[src/link_pkg.sv]
package link_pkg;

  // ######################################
  // Link constants
  // ######################################

  localparam int id_w   = 12;  // Node ID width in top of dstaddr
  localparam int addr_w = 32;  // Mesh address width
  localparam int data_w = 32;  // Mesh data width

  // Packets to the local node stay off the link
  localparam logic [id_w-1:0] node_id = 12'h810;

  localparam int pkt_bytes = 13;                // Link bytes per packet
  localparam int byte_w    = 8;                 // Link lane width
  localparam int cnt_w     = $clog2(pkt_bytes); // Byte counter width

  // ######################################
  // Mesh packet
  // ######################################

  // Field order follows the emesh layout with srcaddr on top
  typedef struct packed {
    logic [addr_w-1:0] srcaddr;   // Return address for reads
    logic [data_w-1:0] data;      // Write data
    logic [addr_w-1:0] dstaddr;   // Target whose top id_w bits select node
    logic [3:0]        ctrlmode;  // Passed through untouched
    logic [1:0]        datamode;  // Access size
    logic              write;     // 1 write, 0 read
    logic              access;    // Carried but unused
  } mesh_packet_t;

  // Flat packet width of 104 bits
  localparam int pkt_w = $bits(mesh_packet_t);

  // ######################################
  // Wait pair
  // ######################################

  // Read and write pushback travel together
  typedef struct packed {
    logic rd;  // Read channel stalled
    logic wr;  // Write channel stalled
  } link_wait_t;

endpackage

[src/tx_protocol.sv]
`timescale 1ns/1ns

module tx_protocol import link_pkg::*;
(
  input  logic         clk,
  input  logic         reset,

  // System side
  input  logic         etx_access,   // Access strobe
  input  mesh_packet_t etx_packet,
  input  logic         tx_enable,    // Transmit enable level
  output link_wait_t   etx_wait,     // Pushback per access type

  // Asynchronous pushback from far end
  input  link_wait_t   remote_wait,

  // Toward serializer
  output logic         tx_access,
  output mesh_packet_t tx_packet,
  input  logic         io_wait       // Serializer busy
);

  // ######################################
  // Local signals
  // ######################################

  link_wait_t      wait_meta;   // First sync stage
  link_wait_t      wait_sync;   // Clean copy of remote_wait

  logic            pkt_write;   // Access type of offered packet
  logic [id_w-1:0] pkt_dst_id;  // Destination node
  logic            pkt_local;   // Addressed to us
  logic            type_wait;   // Wait bit matching access type
  logic            consumed;    // Taken off the system side this edge
  logic            transmit;    // Consumed and bound for the link

  // ######################################
  // Remote wait synchronizer
  // ######################################

  // Two flops per bit
  always_ff @(posedge clk or posedge reset)
  begin
    if (reset)
    begin
      wait_meta <= '0;
      wait_sync <= '0;
    end
    else
    begin
      wait_meta <= remote_wait;
      wait_sync <= wait_meta;
    end
  end

  // Serializer stall blocks both types
  assign etx_wait.rd = wait_sync.rd | io_wait;
  assign etx_wait.wr = wait_sync.wr | io_wait;

  // ######################################
  // Packet decode and filter
  // ######################################

  assign pkt_write  = etx_packet.write;
  assign pkt_dst_id = etx_packet.dstaddr[addr_w-1 -: id_w];  // Top bits only
  assign pkt_local  = (pkt_dst_id == node_id);

  // Reads watch rd wait, writes watch wr wait
  assign type_wait = pkt_write ? etx_wait.wr : etx_wait.rd;
  assign consumed  = etx_access & ~type_wait;

  // Disabled or local packets are swallowed
  assign transmit = consumed & tx_enable & ~pkt_local;

  // ######################################
  // Output register
  // ######################################

  // Holds while serializer busy so nothing is dropped
  always_ff @(posedge clk or posedge reset)
  begin
    if (reset)
      tx_access <= 1'b0;
    else if (~io_wait)
      tx_access <= transmit;
  end

  // Payload follows the same enable
  always_ff @(posedge clk)
  begin
    if (~io_wait)
      tx_packet <= etx_packet;
  end

endmodule

[src/tx_serializer.sv]
`timescale 1ns/1ns

module tx_serializer import link_pkg::*;
(
  input  logic              clk,
  input  logic              reset,

  // From protocol stage
  input  logic              tx_access,  // Registered packet valid
  input  mesh_packet_t      tx_packet,
  output logic              io_wait,    // Stall back to protocol stage

  // Link lanes
  output logic              lnk_frame,  // High for each packet byte
  output logic [byte_w-1:0] lnk_data
);

  // Index of final byte in a frame
  localparam logic [cnt_w-1:0] last_cnt = cnt_w'(pkt_bytes - 1);

  // ######################################
  // Local signals
  // ######################################

  logic [pkt_w-1:0] shift_reg;  // Packet being sent, MSB first
  logic [cnt_w-1:0] byte_cnt;   // Bytes already on the link
  logic             busy;       // Frame in progress

  logic             load;       // Capture a new packet
  logic             last_byte;  // Final byte on the link now

  // Only pick up a packet when idle
  assign load      = tx_access & ~busy;
  assign last_byte = busy & (byte_cnt == last_cnt);

  // ######################################
  // Frame control
  // ######################################

  always_ff @(posedge clk or posedge reset)
  begin
    if (reset)
    begin
      busy     <= 1'b0;
      byte_cnt <= '0;
    end
    else if (load)
    begin
      busy     <= 1'b1;   // First byte goes out next cycle
      byte_cnt <= '0;
    end
    else if (last_byte)
    begin
      busy     <= 1'b0;   // Idle for at least one cycle
      byte_cnt <= '0;
    end
    else if (busy)
      byte_cnt <= byte_cnt + cnt_w'(1);
  end

  // ######################################
  // Byte shifter
  // ######################################

  // Loaded when idle, shifted up while framing
  always_ff @(posedge clk)
  begin
    if (load)
      shift_reg <= tx_packet;
    else if (busy)
      shift_reg <= {shift_reg[pkt_w-byte_w-1:0], {byte_w{1'b0}}};  // Next byte up
  end

  // ######################################
  // Outputs
  // ######################################

  assign io_wait   = busy;   // Straight from the busy flop
  assign lnk_frame = busy;

  // Quiet lane between frames
  assign lnk_data = busy ? shift_reg[pkt_w-1 -: byte_w] : '0;

endmodule

[src/tx_link.sv]
`timescale 1ns/1ns

module tx_link import link_pkg::*;
(
  input  logic              clk,
  input  logic              reset,

  // System side
  input  logic              etx_access,
  input  mesh_packet_t      etx_packet,
  input  logic              tx_enable,
  input  link_wait_t        remote_wait,  // Async from far end
  output link_wait_t        etx_wait,

  // Link lanes
  output logic              lnk_frame,
  output logic [byte_w-1:0] lnk_data
);

  // Protocol to serializer
  logic         tx_access;
  mesh_packet_t tx_packet;
  logic         io_wait;     // Serializer busy

  // Filter, sync and register stage
  tx_protocol u_protocol
  (
    .clk         (clk),
    .reset       (reset),
    .etx_access  (etx_access),
    .etx_packet  (etx_packet),
    .tx_enable   (tx_enable),
    .etx_wait    (etx_wait),
    .remote_wait (remote_wait),
    .tx_access   (tx_access),
    .tx_packet   (tx_packet),
    .io_wait     (io_wait)
  );

  // Byte lane driver
  tx_serializer u_serializer
  (
    .clk       (clk),
    .reset     (reset),
    .tx_access (tx_access),
    .tx_packet (tx_packet),
    .io_wait   (io_wait),
    .lnk_frame (lnk_frame),
    .lnk_data  (lnk_data)
  );

endmodule

[config.mk]
export PLATFORM = sky130hd
export DESIGN_NAME = tx_link
export DESIGN_NICKNAME = d
export VERILOG_FILES = /design/src/link_pkg.sv /design/src/tx_protocol.sv /design/src/tx_serializer.sv /design/src/tx_link.sv
export SDC_FILE = /design/constraint.sdc
export NUM_CORES = 1
export LEC_CHECK = 0
export BUFFER_PORTS_ARGS = -buffer_cell sky130_fd_sc_hd__buf_2
export CAP_MARGIN = 5
export CORE_ASPECT_RATIO = 0.75
export CORE_MARGIN = 2
export CORE_UTILIZATION = 40
export DETAILED_ROUTE_END_ITERATION = 10
export GPL_TIMING_DRIVEN = 0
export SYNTH_ARGS = -nofsm -noshare
export SYNTH_HDL_FRONTEND = slang
export SYNTH_SLANG_ARGS = --single-unit
[constraint.sdc]
create_clock -name clk -period 3.7 [get_ports clk]
set_clock_uncertainty 0.05 [all_clocks]
set_input_delay 0.74 -clock clk [delete_from_list [all_inputs] [get_ports clk]]
set_output_delay 0.74 -clock clk [all_outputs]
set_load 0.005 [all_outputs]
==> impl_metrics.toml <==
[placement]
routabilityCongestion = 0.731
port_buffers = 120
placed_cells = 754
hpwl_mm = 8.93

[routing]
wl_met3_um = 934
dr.first_iter.drc_count = 244
via_per_inst = 4.70
routed_wl_mm = 13.9
maxUsedRoutingLayer = "met5"
wl_met2_mm = 6.22
vias = 3737
postRouteAntennaNets = 0
post_drt_wl_per_cell_um = 17.5
met1_length_mm = 6.40
firstDrtPassIters = 4
drc = 0

[timing]
slew_violations = 0
period_minus_slack_ns = 2.67
finalHoldViolCount = 0
slew_headroom = 0.455
clock.fmax_ghz = 0.374
fin_setup_tns_ns = 0
setup_viol = 0
post-route-period-util = 0.722
worst_pin_slew_ns = 0.818
rsz0062_at_grt = "no"

[worst_setup_path]
required_ns = 2.91
rr_startpoint = "u_serializer.io_wait"
cp-end-kind = "primary output"
cp_max_fo = 10
cp.arrival_ns = 1.88
worst_setup_path_start_kind = "register"
crit_type = "register to primary output"
cp-startpoint = "u_serializer.io_wait"

[cells_and_area]
final_util = 0.490
nets = 633
final-seq-area_um2 = 6500
final_cells = 795
multi_input_area_um2 = 1580
layout-drive-gt1-share = 0.502
fillCellCount = 1699
syn_to_final_growth_pct = 20.2

[floorplanning]
die_h_um = 129
io_pins = 121
start_util = 0.408
floorplan.rows = 45
dieArea_um2 = 21800
die_w_um = 170
design.core.area_um2 = 20300

[synthesis]
synth_edf_count = 208
synth-seq-cells = 218
ys_types = 29
synth_top_flop_cell = "edfxtp_1"
syn-instance-count = 374
synth_warnings = 0
async_flop_share = 0.0459
syn_area_um2 = 8270
seq_area_frac_synth = 0.786
syn_nets = 486
syn_area_per_cell_um2 = 22.1

[pwr]
leakagePower_nw = 3.79
swShare = 0.235
combPwrFrac = 0.200
switchingPower_mw = 1.84
internal-power_mw = 5.98
clkPwrFrac = 0.270
share_seq_of_total_power = 0.531
max-vdd-ir-drop_mv = 0.348
power_density_nw_per_um2 = 787

[clocking]
cts_tree = "done"
ctsHoldBuffers = 0
postCtsResizedCells = 0
path_clk_slew_ns = 0.06
root_buffer = "clkbuf_16"
post_cts_buffers = 0
htree_num_levels = 1
cts.sinks = 218
clkLatencyLatePin_ns = 0.50
cts_buffers = 23
clk_path_buf_depth = 3

[global_route]
grt_max_degree = 63
overflow = 0
antenna_found_initial = 1
grt_util_all_layers = 0.129
grt_pass1_vias = 3972
grt_pass1_wl_mm = 21.5

[hold_path]
hold_class = "input pin to async pin"

[run_status]
status = "finished, final reports clean"

[flow_run]
maxCapViolCount = 0
## final cells by class
type | instances | share of cell area
multi-input combinational | 137 | 0.159
inverter | 5 | 0.00239
buffer | 14 | 0.0171
antenna | 1 | 0.000252
sequential | 218 | 0.654
tap | 258 | 0.0325
clock inverter | 12 | 0.00906
clock buffer | 28 | 0.0598
timing repair buffer | 122 | 0.0660
## power by group through the flow
stage	Clock (mW)	Sequential, mW	Combinational, mW
final	2.11	4.15	1.56
after global routing	2.28	4.24	1.72
after CTS	2.17	4.17	1.61
after detailed placement	0	4.22	1.60
after global placement	0	4.29	1.50
after floorplan	0	4.17	1.17
## placed cells by master (no fill, tap or decap), drive strengths merged, types with 2 or more instances in the layout
cell	synthesis	routed
inv	5	7
ha	2	2
xor2	2	2
nor2	3	3
mux2	96	96
edfxtp	208	208
or2	2	2
nor4b	2	2
clkbuf	1	29
buf	13	135
clkinv	0	9
and2	16	16
dfrtp	10	10
nand2	3	3
## worst paths after layout
kind,to,slack [ns],depth (start not counted)
max reg2reg,u_serializer.shift_reg[66],1.57,4
min,u_protocol.wait_meta[1],0.16,2
min reg2reg,u_protocol.wait_sync[1],0.31,0
max in group asynchronous,u_serializer.byte_cnt[2],3.14,2
max,lnk_data[6],1.03,4
min in group clk,u_protocol.wait_meta[1],0.29,1
## Yosys cell counts, drive strengths merged, types with 2 or more instances
library cell | n | share of area
nor4b | 2 | 0.0021
buf | 13 | 0.020
nor2 | 3 | 0.0014
edfxtp | 208 | 0.76
ha | 2 | 0.0030
or2 | 2 | 0.0015
mux2 | 96 | 0.15
xor2 | 2 | 0.0021
and2 | 16 | 0.012
inv | 5 | 0.0023
nand2 | 3 | 0.0014
dfrtp | 10 | 0.030
## worst max-delay path, stage by stage (launching register included)
cell      delay [ns]
dfrtp_1         0.42
buf_2           0.27
clkbuf_1        0.40
and2_1          0.20
buf_2           0.11
## metal layers
layer / up-vias / GRT usage
li1: 1755 / -
met1: 1828 / 0.177
met2: 122 / 0.206
met3: 30 / 0.0329
met4: 2 / 0.0352
met5: - / 0
## per-stage QoR
| stage | total power [mW] | hold WS [ns] | worst slack, ns | instance area (um^2) |
|---|---|---|---|---|
| 2_1_floorplan | 5.34 | 0.281 | 0.314 | 8270 |
| 3_3_place_gp | 5.78 | 0.285 | -0.954 | 9190 |
| 3_5_place_dp | 5.82 | 0.300 | 1.49 | 9250 |
| 4_1_cts | 7.95 | 0.150 | 0.949 | 9940 |
| 5_1_grt | 8.24 | 0.178 | 0.872 | 9940 |
| 6_report | 7.82 | 0.163 | 1.03 | 9940 |
## logic make-up after synthesis
family,count (synthesis),synth area share
flip-flops,218,0.786
multiplexers,97,0.155
AND/OR/NAND/NOR,31,0.0233
buffers and inverters,19,0.0229
AO/OA/AOI/OAI,5,0.00832
XOR/XNOR,2,0.00212
adder cells (fa/ha/maj),2,0.00303
Power figures use the tool's default switching activity.
